==> src/design/pipe_pkg.sv <==
////////////////////
// shared definitions for the usb3 pipe control layer
// word and mask types, power and ltssm codes,
// ordered-set symbols, timing counts, main fsm states
////////////////////

`default_nettype none

package pipe_pkg;

	// one 32-bit word of four symbols and its k-symbol mask
	typedef logic [31:0] pipe_word_t;
	typedef logic [3:0]  pipe_kmask_t;

	// phy power states
	typedef logic [1:0] pwr_state_t;
	localparam pwr_state_t P0 = 2'd0;
	localparam pwr_state_t P1 = 2'd1;
	localparam pwr_state_t P2 = 2'd2;
	localparam pwr_state_t P3 = 2'd3;

	// ltssm state code, only U0 is decoded
	typedef logic [4:0] lt_state_t;
	localparam lt_state_t LT_U0 = 5'd16;

	////////////////////
	// ordered-set symbols
	////////////////////
	// COM is K28.5, SKP is K28.1
	localparam pipe_word_t COM_WORD     = 32'hBCBCBCBC;
	localparam pipe_word_t SKP_WORD     = 32'h3C3C3C3C;
	// D10.2 for TS1, D5.2 for TS2
	localparam pipe_word_t TS1_ID_WORD  = 32'h4A4A4A4A;
	localparam pipe_word_t TS2_ID_WORD  = 32'h45454545;
	// link functionality field left at zero
	localparam pipe_word_t TS1_HDR_WORD = 32'h00004A4A;
	localparam pipe_word_t TS2_HDR_WORD = 32'h00004545;
	localparam pipe_word_t IDLE_WORD    = 32'h00000000;

	////////////////////
	// counts
	////////////////////
	localparam int OS_WORDS          = 4;
	localparam int SKP_SYM_PER_OS    = 16;
	localparam int SKP_THRESHOLD     = 692;
	localparam int SKP_CREDIT        = 676;
	localparam int IDLE_SEND_WORDS   = 4;
	localparam int RXDET_DELAY       = 32;
	// roughly 8 ms at 250 MHz
	localparam int RXDET_TIMEOUT     = 2097152;
	localparam int RXDET_FAKE_LOOK   = 3;
	localparam int RXDET_FAKE_HOLD   = 8;
	localparam int RXDET_RESULT_HOLD = 3;

	localparam logic [2:0] RX_STATUS_DETECTED = 3'b011;

	// main link control fsm
	typedef enum logic [3:0] {
		RST_0,
		RST_1,
		RST_2,
		RST_3,
		IDLE,
		TRAIN_TS,
		TRAIN_SKP,
		TRAIN_IDLE_0,
		TRAIN_IDLE_1,
		U0
	} pipe_state_t;

endpackage

`default_nettype wire
==> src/design/usb3_pipe_top.sv <==
////////////////////
// usb3 pipe control layer top
// link control, rx detection, power and rxdet blocks
////////////////////

`timescale 1ns/1ps
`default_nettype none

module usb3_pipe_top
	import pipe_pkg::*;
(
	input  logic        local_clk,
	input  logic        ltssm_hot_reset_active,

	// phy side
	input  logic        phy_status,
	input  pipe_word_t  phy_rx_data,
	input  pipe_kmask_t phy_rx_datak,
	input  logic        phy_rx_valid,
	input  logic [2:0]  phy_rx_status,
	output pipe_word_t  phy_tx_data,
	output pipe_kmask_t phy_tx_datak,
	output logic        phy_tx_elecidle,
	output logic        phy_tx_detrx_lpbk,
	output pwr_state_t  phy_power_down,

	// ltssm side
	input  lt_state_t   ltssm_state,
	input  logic        ltssm_training,
	input  logic        ltssm_train_active,
	input  logic        ltssm_train_config,
	input  logic        ltssm_train_idle,
	input  logic        ltssm_tx_elecidle,
	input  logic        ltssm_tx_detrx_lpbk,
	input  logic        ltssm_power_go,
	input  pwr_state_t  ltssm_power_down,
	input  logic        partner_detect,
	output logic        ltssm_reset_n,
	output logic        ltssm_train_idle_pass,
	output logic        ltssm_train_ts1,
	output logic        ltssm_train_ts2,
	output logic        ltssm_power_ack,
	output logic        partner_looking,
	output logic        partner_detected,

	// link layer side
	input  pipe_word_t  link_out_data,
	input  pipe_kmask_t link_out_datak,
	input  logic        link_out_valid,
	output logic        link_out_ready,
	output pipe_word_t  link_in_data,
	output pipe_kmask_t link_in_datak,
	output logic        link_in_valid
);

	// received idle, from the detector to the link fsm
	logic idle_seen;

	pipe_link_ctrl pipe_link_ctrl_inst (.*);

	rx_ordered_set_detect rx_ordered_set_detect_inst (.*);

	phy_power_ctrl phy_power_ctrl_inst (.*);

	rx_detect rx_detect_inst (.*);

endmodule

`default_nettype wire

==> src/design/rx_detect.sv <==
////////////////////
// receiver detection for the ltssm
// faked in P0/P1, phy detect with timeout otherwise
////////////////////

`timescale 1ns/1ps
`default_nettype none

module rx_detect
	import pipe_pkg::*;
(
	input  logic       local_clk,
	input  logic       ltssm_hot_reset_active,
	input  logic       partner_detect,
	input  pwr_state_t phy_power_down,
	input  logic       phy_status,
	input  logic [2:0] phy_rx_status,
	input  logic       ltssm_tx_detrx_lpbk,
	output logic       partner_looking,
	output logic       partner_detected,
	output logic       phy_tx_detrx_lpbk
);

	typedef enum logic [2:0] {RD_IDLE, RD_FAKE, RD_DELAY, RD_DET, RD_HOLD} rd_state_t;

	rd_state_t   rd_state;
	logic        det_q;
	logic        det_rise;
	logic [5:0]  step_cnt;
	logic [20:0] tmo_cnt;
	logic        detrx_local;

	assign det_rise          = partner_detect && !det_q;
	assign phy_tx_detrx_lpbk = detrx_local | ltssm_tx_detrx_lpbk;

	always_ff @(posedge local_clk) begin
		if (ltssm_hot_reset_active) begin
			rd_state         <= RD_IDLE;
			det_q            <= 1'b0;
			step_cnt         <= '0;
			tmo_cnt          <= '0;
			detrx_local      <= 1'b0;
			partner_looking  <= 1'b0;
			partner_detected <= 1'b0;
		end else begin
			det_q    <= partner_detect;
			step_cnt <= step_cnt + 6'd1;
			tmo_cnt  <= tmo_cnt + 21'd1;
			case (rd_state)
				RD_IDLE: begin
					partner_looking  <= 1'b0;
					partner_detected <= 1'b0;
					if (det_rise) begin
						step_cnt        <= '0;
						tmo_cnt         <= '0;
						partner_looking <= 1'b1;
						// link already up in P0/P1, so report a partner
						rd_state <= (phy_power_down == P0 || phy_power_down == P1) ? RD_FAKE : RD_DELAY;
					end
				end
				RD_FAKE: begin
					partner_looking  <= step_cnt < 6'(RXDET_FAKE_LOOK - 1);
					partner_detected <= step_cnt >= 6'(RXDET_FAKE_LOOK - 1);
					if (step_cnt == 6'(RXDET_FAKE_LOOK + RXDET_FAKE_HOLD - 2)) rd_state <= RD_IDLE;
				end
				RD_DELAY: begin
					if (step_cnt == 6'(RXDET_DELAY - 1)) begin
						detrx_local <= 1'b1;
						rd_state    <= RD_DET;
					end
				end
				RD_DET: begin
					if (phy_status) begin
						partner_looking  <= 1'b0;
						detrx_local      <= 1'b0;
						partner_detected <= (phy_rx_status == RX_STATUS_DETECTED);
						step_cnt         <= '0;
						rd_state         <= RD_HOLD;
					end else if (tmo_cnt == 21'(RXDET_TIMEOUT - 1)) begin
						// no answer from the phy, give up without a result
						partner_looking <= 1'b0;
						detrx_local     <= 1'b0;
						rd_state        <= RD_IDLE;
					end
				end
				RD_HOLD: if (step_cnt == 6'(RXDET_RESULT_HOLD - 2)) rd_state <= RD_IDLE;
				default: rd_state <= RD_IDLE;
			endcase
		end
	end

endmodule

`default_nettype wire

==> src/design/phy_power_ctrl.sv <==
////////////////////
// phy power-down request handling
// and acknowledge back to the ltssm
////////////////////

`timescale 1ns/1ps
`default_nettype none

module phy_power_ctrl
	import pipe_pkg::*;
(
	input  logic       local_clk,
	input  logic       ltssm_hot_reset_active,
	input  logic       ltssm_power_go,
	input  pwr_state_t ltssm_power_down,
	input  logic       phy_status,
	output pwr_state_t phy_power_down,
	output logic       ltssm_power_ack
);

	typedef enum logic [1:0] {PD_IDLE, PD_WAIT, PD_ACK_0, PD_ACK_1} pd_state_t;

	pd_state_t  pd_state;
	logic       go_q;
	logic       go_rise;
	// request captured on the go edge
	pwr_state_t req_q;

	assign go_rise = ltssm_power_go && !go_q;

	always_ff @(posedge local_clk) begin
		if (go_rise) req_q <= ltssm_power_down;
	end

	always_ff @(posedge local_clk) begin
		if (ltssm_hot_reset_active) begin
			pd_state        <= PD_IDLE;
			go_q            <= 1'b0;
			phy_power_down  <= P2;
			ltssm_power_ack <= 1'b0;
		end else begin
			go_q            <= ltssm_power_go;
			ltssm_power_ack <= 1'b0;
			case (pd_state)
				PD_IDLE: begin
					// already there, just acknowledge
					if (go_rise) pd_state <= (ltssm_power_down == phy_power_down) ? PD_ACK_0 : PD_WAIT;
				end
				PD_WAIT: begin
					phy_power_down <= req_q;
					// phy confirms the change with a status pulse
					if (phy_status) begin
						ltssm_power_ack <= 1'b1;
						pd_state        <= PD_ACK_1;
					end
				end
				PD_ACK_0: begin
					ltssm_power_ack <= 1'b1;
					pd_state        <= PD_ACK_1;
				end
				PD_ACK_1: begin
					ltssm_power_ack <= 1'b1;
					pd_state        <= PD_IDLE;
				end
			endcase
		end
	end

endmodule

`default_nettype wire

==> src/design/rx_ordered_set_detect.sv <==
////////////////////
// receive register toward the link layer
// TS1/TS2 ordered-set detection and idle detection
////////////////////

`timescale 1ns/1ps
`default_nettype none

module rx_ordered_set_detect
	import pipe_pkg::*;
(
	input  logic        local_clk,
	input  logic        ltssm_hot_reset_active,
	input  pipe_word_t  phy_rx_data,
	input  pipe_kmask_t phy_rx_datak,
	input  logic        phy_rx_valid,
	input  pwr_state_t  phy_power_down,
	output pipe_word_t  link_in_data,
	output pipe_kmask_t link_in_datak,
	output logic        link_in_valid,
	output logic        ltssm_train_ts1,
	output logic        ltssm_train_ts2,
	output logic        idle_seen
);

	typedef enum logic [1:0] {IDLE, HDR, BODY_0, BODY_1} os_state_t;

	os_state_t os_state;
	// header announced a TS2
	logic      kind_ts2;
	logic      ts1_found;
	logic      ts1_found_q;
	logic      ts2_found;
	logic      ts2_found_q;
	logic      is_com;
	logic      is_body;

	always_ff @(posedge local_clk) begin
		link_in_data  <= phy_rx_data;
		link_in_datak <= phy_rx_datak;
	end

	always_ff @(posedge local_clk) begin
		if (ltssm_hot_reset_active) link_in_valid <= 1'b0;
		else link_in_valid <= phy_rx_valid;
	end

	assign is_com    = (link_in_datak == 4'b1111) && (link_in_data == COM_WORD);
	assign is_body   = (link_in_datak == 4'b0000) &&
	                   (link_in_data == (kind_ts2 ? TS2_ID_WORD : TS1_ID_WORD));
	assign idle_seen = link_in_valid && (link_in_datak == 4'b0000) && (link_in_data == IDLE_WORD);

	// each found pulse is stretched to two cycles
	assign ltssm_train_ts1 = ts1_found | ts1_found_q;
	assign ltssm_train_ts2 = ts2_found | ts2_found_q;

	always_ff @(posedge local_clk) begin
		if (ltssm_hot_reset_active) begin
			os_state    <= IDLE;
			ts1_found   <= 1'b0;
			ts1_found_q <= 1'b0;
			ts2_found   <= 1'b0;
			ts2_found_q <= 1'b0;
		end else begin
			ts1_found   <= 1'b0;
			ts2_found   <= 1'b0;
			ts1_found_q <= ts1_found;
			ts2_found_q <= ts2_found;
			if (phy_power_down != P0) begin
				os_state <= IDLE;
			end else if (link_in_valid) begin
				case (os_state)
					IDLE: if (is_com) os_state <= HDR;
					HDR: begin
						if (link_in_datak == 4'b0000 && link_in_data == TS1_HDR_WORD) begin
							kind_ts2 <= 1'b0;
							os_state <= BODY_0;
						end else if (link_in_datak == 4'b0000 && link_in_data == TS2_HDR_WORD) begin
							kind_ts2 <= 1'b1;
							os_state <= BODY_0;
						end else begin
							os_state <= is_com ? HDR : IDLE;
						end
					end
					BODY_0: os_state <= is_body ? BODY_1 : (is_com ? HDR : IDLE);
					BODY_1: begin
						if (is_body) begin
							ts1_found <= !kind_ts2;
							ts2_found <= kind_ts2;
							os_state  <= IDLE;
						end else begin
							// a broken set may still be followed by a fresh COM
							os_state <= is_com ? HDR : IDLE;
						end
					end
				endcase
			end
		end
	end

endmodule

`default_nettype wire

==> src/design/pipe_link_ctrl.sv <==
////////////////////
// link control fsm: phy reset wait, polling training,
// idle exchange and U0 pass-through
// builds the transmit word stream toward the phy
////////////////////

`timescale 1ns/1ps
`default_nettype none

module pipe_link_ctrl
	import pipe_pkg::*;
(
	input  logic        local_clk,
	input  logic        ltssm_hot_reset_active,
	input  logic        phy_status,
	input  pwr_state_t  phy_power_down,
	input  lt_state_t   ltssm_state,
	input  logic        ltssm_training,
	input  logic        ltssm_train_active,
	input  logic        ltssm_train_config,
	input  logic        ltssm_train_idle,
	input  logic        ltssm_tx_elecidle,
	input  logic        idle_seen,
	input  pipe_word_t  link_out_data,
	input  pipe_kmask_t link_out_datak,
	input  logic        link_out_valid,
	output logic        ltssm_reset_n,
	output logic        ltssm_train_idle_pass,
	output logic        link_out_ready,
	output pipe_word_t  phy_tx_data,
	output pipe_kmask_t phy_tx_datak,
	output logic        phy_tx_elecidle
);

	pipe_state_t state;

	// word position inside the ordered set
	logic [1:0]  widx;
	logic        set_ts2;
	// symbols sent since the last skp
	logic [9:0]  skp_cnt;
	logic [2:0]  idle_cnt;

	pipe_word_t  local_data;
	pipe_kmask_t local_datak;
	logic        link_sel;
	logic        elecidle_local;
	logic        tx_elecidle_q;

	assign link_out_ready        = (state == U0);
	assign ltssm_train_idle_pass = (state == TRAIN_IDLE_1);
	assign link_sel              = link_out_ready && link_out_valid;
	assign phy_tx_elecidle       = tx_elecidle_q & ltssm_tx_elecidle;

	////////////////////
	// local word source
	////////////////////
	always_comb begin
		local_data  = IDLE_WORD;
		local_datak = 4'b0000;
		case (state)
			TRAIN_TS: begin
				case (widx)
					2'd0: begin
						local_data  = COM_WORD;
						local_datak = 4'b1111;
					end
					2'd1: local_data = set_ts2 ? TS2_HDR_WORD : TS1_HDR_WORD;
					default: local_data = set_ts2 ? TS2_ID_WORD : TS1_ID_WORD;
				endcase
			end
			TRAIN_SKP: begin
				local_data  = SKP_WORD;
				local_datak = 4'b1111;
			end
			default: ;
		endcase
	end

	// electrical idle is squashed whenever the link is driven
	always_comb begin
		case (state)
			TRAIN_TS, TRAIN_SKP, TRAIN_IDLE_0, TRAIN_IDLE_1, U0: elecidle_local = 1'b0;
			IDLE: elecidle_local = (phy_power_down != P0);
			default: elecidle_local = 1'b1;
		endcase
	end

	always_ff @(posedge local_clk) begin
		if (ltssm_hot_reset_active) begin
			tx_elecidle_q <= 1'b1;
		end else begin
			tx_elecidle_q <= elecidle_local;
		end
	end

	// transmit register, link words only in U0
	always_ff @(posedge local_clk) begin
		if (link_sel) begin
			phy_tx_data  <= link_out_data;
			phy_tx_datak <= link_out_datak;
		end else begin
			phy_tx_data  <= local_data;
			phy_tx_datak <= local_datak;
		end
	end

	////////////////////
	// main fsm
	////////////////////
	always_ff @(posedge local_clk) begin
		if (ltssm_hot_reset_active) begin
			state         <= RST_0;
			ltssm_reset_n <= 1'b0;
			widx          <= 2'd0;
			set_ts2       <= 1'b0;
			skp_cnt       <= '0;
			idle_cnt      <= '0;
		end else begin
			case (state)
				RST_0: state <= RST_1;
				// phy pulses status once its power-on reset is done
				RST_1: if (phy_status) state <= RST_2;
				RST_2: begin
					if (!phy_status) begin
						ltssm_reset_n <= 1'b1;
						state         <= RST_3;
					end
				end
				RST_3: state <= IDLE;
				IDLE: begin
					if (ltssm_training && (ltssm_train_active || ltssm_train_config)) begin
						widx    <= 2'd0;
						set_ts2 <= 1'b0;
						skp_cnt <= '0;
						state   <= TRAIN_TS;
					end
				end
				TRAIN_TS: begin
					widx <= widx + 2'd1;
					if (widx == 2'(OS_WORDS - 1)) begin
						skp_cnt <= skp_cnt + 10'(SKP_SYM_PER_OS);
						set_ts2 <= ltssm_train_config;
						if (ltssm_train_idle) begin
							idle_cnt <= '0;
							state    <= TRAIN_IDLE_0;
						end else if (!(ltssm_train_active || ltssm_train_config)) begin
							state <= IDLE;
						end else if (skp_cnt >= 10'(SKP_THRESHOLD)) begin
							state <= TRAIN_SKP;
						end
					end
				end
				TRAIN_SKP: begin
					skp_cnt <= skp_cnt - 10'(SKP_CREDIT);
					state   <= TRAIN_TS;
				end
				TRAIN_IDLE_0: begin
					if (idle_cnt < 3'(IDLE_SEND_WORDS)) idle_cnt <= idle_cnt + 3'd1;
					if (!ltssm_training) begin
						state <= IDLE;
					end else if (idle_cnt == 3'(IDLE_SEND_WORDS) && idle_seen) begin
						state <= TRAIN_IDLE_1;
					end
				end
				// hold pass until the ltssm drops its idle request
				TRAIN_IDLE_1: if (!ltssm_train_idle) state <= U0;
				U0: if (ltssm_state != LT_U0) state <= IDLE;
				default: state <= RST_0;
			endcase
		end
	end

endmodule

`default_nettype wire

==> config.mk <==
export PLATFORM = sky130hd
export DESIGN_NAME = usb3_pipe_top
export DESIGN_NICKNAME = d
export VERILOG_FILES = /design/src/design/pipe_pkg.sv /design/src/design/usb3_pipe_top.sv /design/src/design/rx_detect.sv /design/src/design/phy_power_ctrl.sv /design/src/design/rx_ordered_set_detect.sv /design/src/design/pipe_link_ctrl.sv
export SDC_FILE = /design/constraint.sdc
export NUM_CORES = 1
export LEC_CHECK = 0
export BUFFER_PORTS_ARGS = -buffer_cell sky130_fd_sc_hd__buf_2
export CORE_MARGIN = 8
export CORE_UTILIZATION = 50
export CTS_CLUSTER_DIAMETER = 30
export DETAILED_ROUTE_END_ITERATION = 10
export PLACE_DENSITY = 0.87
export RECOVER_POWER = 100
export SLEW_MARGIN = 20
export SYNTH_ARGS = -nofsm -noshare
export SYNTH_HDL_FRONTEND = slang
export SYNTH_SLANG_ARGS = --single-unit
==> constraint.sdc <==
create_clock -name local_clk -period 3.95 [get_ports local_clk]
set_clock_uncertainty 0.15 [all_clocks]
set_input_delay 0.1975 -clock local_clk [delete_from_list [all_inputs] [get_ports local_clk]]
set_output_delay 0.1975 -clock local_clk [all_outputs]
set_load 0.01 [all_outputs]
**After elaboration in Yosys (flattened, before gate mapping)**

Index checks and enable logic that the tools add are counted.

- Register bits: 144
- Input port bits: 95

- Add/sub/neg operators: 6
- $lt $le $gt $ge: 4
- Equality and inequality tests: 54
- Multiplexer cells: 69
- Bitwise gates (word level): 10
- Reductions and logical operators: 48

Operators with widths:

| kind | number |
|---|---|
| $pmux 32 s2 | 2 |
| $eq 32x15->1 const B | 2 |
| $mux 28 | 2 |
| $mux 4 | 13 |
| $mux 21 | 2 |
| $pmux 4 s10 | 1 |
| $eq 32x32->1 | 1 |
| $eq 32x32->1 const B | 1 |
| $logic_not 32->1 | 1 |
| $mux 32 | 1 |
| $pmux 10 s3 | 1 |
| $mux 3 | 9 |
| $add 21x1->21 const B | 1 |
| $eq 21x21->1 const B | 1 |
| $mux 10 | 2 |
| $mux 2 | 10 |
| $ne 2x1->1 const B | 9 |
| $eq 4x3->1 const B | 4 |
| $pmux 2 s4 | 2 |
| $pmux 3 s5 | 1 |
| $ne 2x2->1 const B | 7 |
| $eq 4x4->1 const B | 3 |
| $mux 12 | 1 |
| $mux 6 | 2 |
| 48 further kinds | 112 |

**Depth between registers and ports, before layout**

- Depth after elaboration: 7
- Gate-level depth with buffers: 8
- Depth with buffers taken out: 7

**Hierarchy**

A second synthesis with hierarchy kept.

- Cells, all modules: 623
- Area, all modules: 5979.5 um^2

By module, submodules not included:

| module | times used | cells an instance | area an instance (um^2) | sequential area each (um^2) |
|---|---|---|---|---|
| pipe_link_ctrl | 1 | 293 | 2622.5 | 1121.1 |
| rx_detect | 1 | 181 | 1559.0 | 680.7 |
| rx_ordered_set_detect | 1 | 113 | 1385.1 | 890.9 |
| phy_power_ctrl | 1 | 36 | 412.9 | 180.2 |

**Least setup slack after synthesis**

OpenSTA, ideal clock, no wires.

- Path type: flip-flop to flip-flop
- Start: reg rx_ordered_set_detect_inst.link_in_data[13]
- End: reg pipe_link_ctrl_inst.state[0]
- Setup time: 123 ps
- Arrival time: 2033 ps
- Path slack: 1644 ps
- Cell stages (with the launch flop): 6
- Path buffers: 0
- Cells stage by stage: dfxtp_1 nor4_2 nand4_1 or4_1 a2111o_1 mux2_1

- Cells in the longest elaborated chain, start to end: 5

Ends and longest elaborated chain:

| element | RTL line | source |
|---|---|---|
| from (decl) | rx_ordered_set_detect.sv:18 | `output pipe_word_t link_in_data,` |
| from (signal assigned) | rx_ordered_set_detect.sv:39 | `link_in_data <= phy_rx_data;` |
| $logic_not 32->1 | rx_ordered_set_detect.sv:51 | `assign idle_seen = link_in_valid && (link_in_datak == 4'b0000) && (link_in_data == IDLE_WORD);` |
| $logic_and 1x1->1 | rx_ordered_set_detect.sv:51 |  |
| $logic_and 1x1->1 | pipe_link_ctrl.sv:162 | `end else if (idle_cnt == 3'(IDLE_SEND_WORDS) && idle_seen) begin` |
| $ne 3x2->1 (no line) | -- |  |
| $reduce_and 8->1 (no line) | -- |  |
| to (signal assigned) | pipe_link_ctrl.sv:161 | `state <= IDLE;` |
| to (signal assigned) | pipe_link_ctrl.sv:163 | `state <= TRAIN_IDLE_1;` |
| to (signal assigned) | pipe_link_ctrl.sv:167 | `TRAIN_IDLE_1: if (!ltssm_train_idle) state <= U0;` |
| to (decl) | pipe_link_ctrl.sv:35 | `pipe_state_t state;` |

No other way between the ends.
A chain may end at the register's enable or synchronous reset.

**Worst setup path in the final report**

- Start: reg pipe_link_ctrl_inst.state[0]
- End: reg pipe_link_ctrl_inst.phy_tx_data[16]

- Cells in the longest elaborated chain, start to end: 3

Ends and longest elaborated chain:

| element | RTL line | source |
|---|---|---|
| from (signal assigned) | pipe_link_ctrl.sv:113 | `state <= RST_0;` |
| from (signal assigned) | pipe_link_ctrl.sv:121 | `RST_0: state <= RST_1;` |
| from (signal assigned) | pipe_link_ctrl.sv:123 | `RST_1: if (phy_status) state <= RST_2;` |
| $eq 4x3->1 or $eq 4x4->1 (tied branches) | pipe_link_ctrl.sv:61, pipe_link_ctrl.sv:50 |  |
| $pmux 32 s2 or $logic_and 1x1->1 (tied branches) | pipe_link_ctrl.sv:61, pipe_link_ctrl.sv:52 |  |
| $mux 32 * | pipe_link_ctrl.sv:99 | `if (link_sel) begin` |
| to (signal assigned) | pipe_link_ctrl.sv:100 | `phy_tx_data <= link_out_data;` |
| to (signal assigned) | pipe_link_ctrl.sv:103 | `phy_tx_data <= local_data;` |
| to (decl) | pipe_link_ctrl.sv:30 | `output pipe_word_t phy_tx_data,` |

Mark *: on every way between the ends. The rest lies on a longest branch, timed or not.

==> results.toml <==
[global_routing]
grt_pass1_vias = 5552
grt.total_usage = 0.226
grt_pass1_wl_mm = 27.5
antenna_found_initial = 0
grt_overflow = 0
grt_max_degree = 45

[critical_path]
cp-startpoint = "pipe_link_ctrl_inst.state[0]"
slowest_stage = "clkbuf_1"
ff2ff_setup_slack_ns = 0.99
critical_path_required_ns = 4.15
rr_startpoint = "pipe_link_ctrl_inst.state[0]"
critPathCapture = "pipe_link_ctrl_inst.phy_tx_data[16]"
reg2reg_depth = 4
cp_num_buf_inv = 1
crit_family = "buffers and inverters"
critical_path_class = "flop to flop"
cp_max_fo = 36
cp_cell_sequence = "nor3b_1 > and2_0 > clkbuf_1 > a22o_1"
cp-start-kind = "flop"
cpPeakStageDelay_ns = 1.06
path_depth = 4
arrival_ns = 3.17
r2r_end = "pipe_link_ctrl_inst.phy_tx_data[16]"
worst_setup_path_end_kind = "flop"

[floorplanning]
die_h_microns = 124
dieArea_sq_mm = 0.0153
die_w_microns = 124
rows = 39
initial_utilization = 0.510
ios = 180
core_sq_mm = 0.0114

[pwr]
peakVddDrop_mv = 0.452
power.leakage_nw = 3.35
swShare = 0.295
p_clk_frac = 0.391
p_total_mw = 4.13
p_per_area_mw_per_mm2 = 514
p_comb_frac = 0.185
power.internal_mw = 2.91
seq_power_share = 0.424
p_switching_mw = 1.22

[place]
port_buffers = 179
hpwl_mm = 10.9
place_area_sq_mm = 0.00680
gp_congestion = 0.855

[yosys]
synth_edf_count = 3
synth_top_cell_area_share = 0.480
synthTopCellsByArea = "dfxtp_1 (48%), nor2_1 (4.7%), ha_1 (4.1%)"
yosys_warnings = 0
syn_inst = 616
synth_area_sq_mm = 0.00580
synth_ff_type = "dfxtp_1"
syn_nets = 730
yosysMostFrequentCell = "dfxtp_1"
ys_async_sr_fraction = 0
syn_area_per_cell_sq_um = 9.41
ys_seq_elements = 142
ys_top_cells_by_count = "dfxtp_1 (139), nor2_1 (72), nand2_1 (28)"
yosysTopAreaCell = "dfxtp_1"
ys_types = 59
seq_area_frac_synth = 0.496

[detailed_routing]
firstDrtPassIters = 5
vias_per_cell = 5.51
ant_nets = 0
routed_wl_mm = 18.0
wl_per_cell_microns = 17.6
drc = 0
via_count = 5658
drt-initial-drc-count = 454

[cts]
cts_resized = 0
numCtsBuffers = 17
clkSinkCount = 142
clockRootBuffer = "clkbuf_16"
clkTransAtPathRegs_ns = 0.07
cts.path.max_buffers = 2
cts_tree = "built"
insertion_delay_ns = 0.42
cts-htree-levels = 4
ctsHoldBuffers = 78
post_cts_buffers = 0

[sta]
setup_viol = 0
final.setup.tns_ns = 0
drv_slew = 45
whs_ns = 0.0812
worst_slew_pin_slew_ns = 1.98
clock.fmax_ghz = 0.337
post-route-period-util = 0.750
finalHoldViolCount = 0
rsz0062_at_grt = "false"
slew-limit-headroom = -0.321
finalCriticalPeriod_ns = 2.96

[run_status]
status = "finished, violations left"
violations = "max-capacitance violations, max-slew violations"

[layout]
drive_gt1_frac = 0.147
fin_area_sq_mm = 0.00804
area_delta_synth_final_pct = 38.8
post-route-util = 0.707
finish.net_count = 983

[min_path]
hp-class = "input pin to flop"

[job]
drv_cap = 1
-- layer usage --
layer | wire length, microns | vias to the layer above | GRT usage
li1 | - | 2719 | -
met1 | 6970 | 2665 | 0.249
met2 | 9160 | 240 | 0.400
met3 | 1440 | 34 | 0.0607
met4 | 444 | 0 | 0.105
met5 | 0 | - | 0
-- layout by cell type, fill, tap and decap left out, types with 6 or more instances in the layout --
master,count
buf_2,88
nand3_1,25
dfxtp_1,139
a31oi_1,6
a21o_1,24
o22ai_1,6
ha_1,19
nand2b_1,7
a211oi_1,8
nor3_1,20
o21ai_0,22
nand4_1,15
clkbuf_16,17
nor2b_1,12
a21oi_1,23
xnor2_1,11
dlygate4sd3_1,78
nor4_1,6
nor2_1,72
xor2_1,13
clkbuf_1,96
inv_1,26
nand2_1,28
-- final cells by class --
class                           count  area [sq um]
Clock buffer                       19           443
Inverter                           26          97.6
Tap cell                          143           179
Antenna cell                        1          2.50
Multi-Input combinational cell    421          2710
Clock inverter                     13           156
Fill cell                         850          3330
Timing Repair Buffer              261          1580
Sequential cell                   142          2870
-- logic make-up (layout without fill, tap and decap cells) --
family / Yosys count / in the layout / synth area share
AOI/OAI and AO/OA: 134 / 134 / 0.159
xor gates and xnor gates: 24 / 24 / 0.0363
adders and majority gates: 19 / 19 / 0.0410
buffers and inverters: 53 / 319 / 0.0350
DFF: 142 / 142 / 0.496
muxes: 4 / 4 / 0.00734
other: 0 / 1 / 0
and+or+nand+nor: 240 / 240 / 0.226
-- power by group through the flow --
stage | Clock [mW] | Combinational [mW] | Sequential, mW
after floorplan | 0 | 0.441 | 1.77
after global placement | 0 | 0.708 | 1.76
after detailed placement | 0 | 0.723 | 1.77
after CTS | 1.63 | 0.788 | 1.74
after global routing | 1.70 | 0.843 | 1.77
final | 1.62 | 0.763 | 1.75
-- sequential cells by signal, indices dropped and copies added (netlist names), 3 cells and up --
signal	count
pipe_link_ctrl_inst.idle_cnt	3
pipe_link_ctrl_inst.phy_tx_data	32
pipe_link_ctrl_inst.phy_tx_datak	4
pipe_link_ctrl_inst.skp_cnt	8
pipe_link_ctrl_inst.state	4
rx_detect_inst.rd_state	3
rx_detect_inst.step_cnt	6
rx_detect_inst.tmo_cnt	21
rx_ordered_set_detect_inst.link_in_data	32
rx_ordered_set_detect_inst.link_in_datak	4
-- metrics by stage --
step / setup WS, ns / instances
3_3_place_gp: 1.52 / 915
3_5_place_dp: 1.46 / 915
4_1_cts: 1.41 / 1025
5_1_grt: 0.713 / 1025
2_1_floorplan: 1.64 / 616
6_report: 0.986 / 1026
-- worst reg2reg max path: stages (launching register included) --
cell	delay (ns)
dfxtp_1	0.77
nor3b_1	0.43
and2_0	0.18
clkbuf_1	1.06
a22o_1	0.31
-- how the worst min path moves through the flow --
stage,startpoint,depth (start not counted),slack (ns),to
finish,ltssm_train_idle,4,0.08,pipe_link_ctrl_inst.state[0]
CTS,ltssm_state[4],4,0.07,pipe_link_ctrl_inst.state[2]
global route,ltssm_state[4],4,0.10,pipe_link_ctrl_inst.state[2]
global placement,phy_rx_data[31],1,0.15,rx_ordered_set_detect_inst.link_in_data[31]
floorplan,phy_rx_data[0],0,0.08,rx_ordered_set_detect_inst.link_in_data[0]
detailed placement,phy_rx_data[11],1,0.15,rx_ordered_set_detect_inst.link_in_data[11]
(Power assumes the default switching activity.)
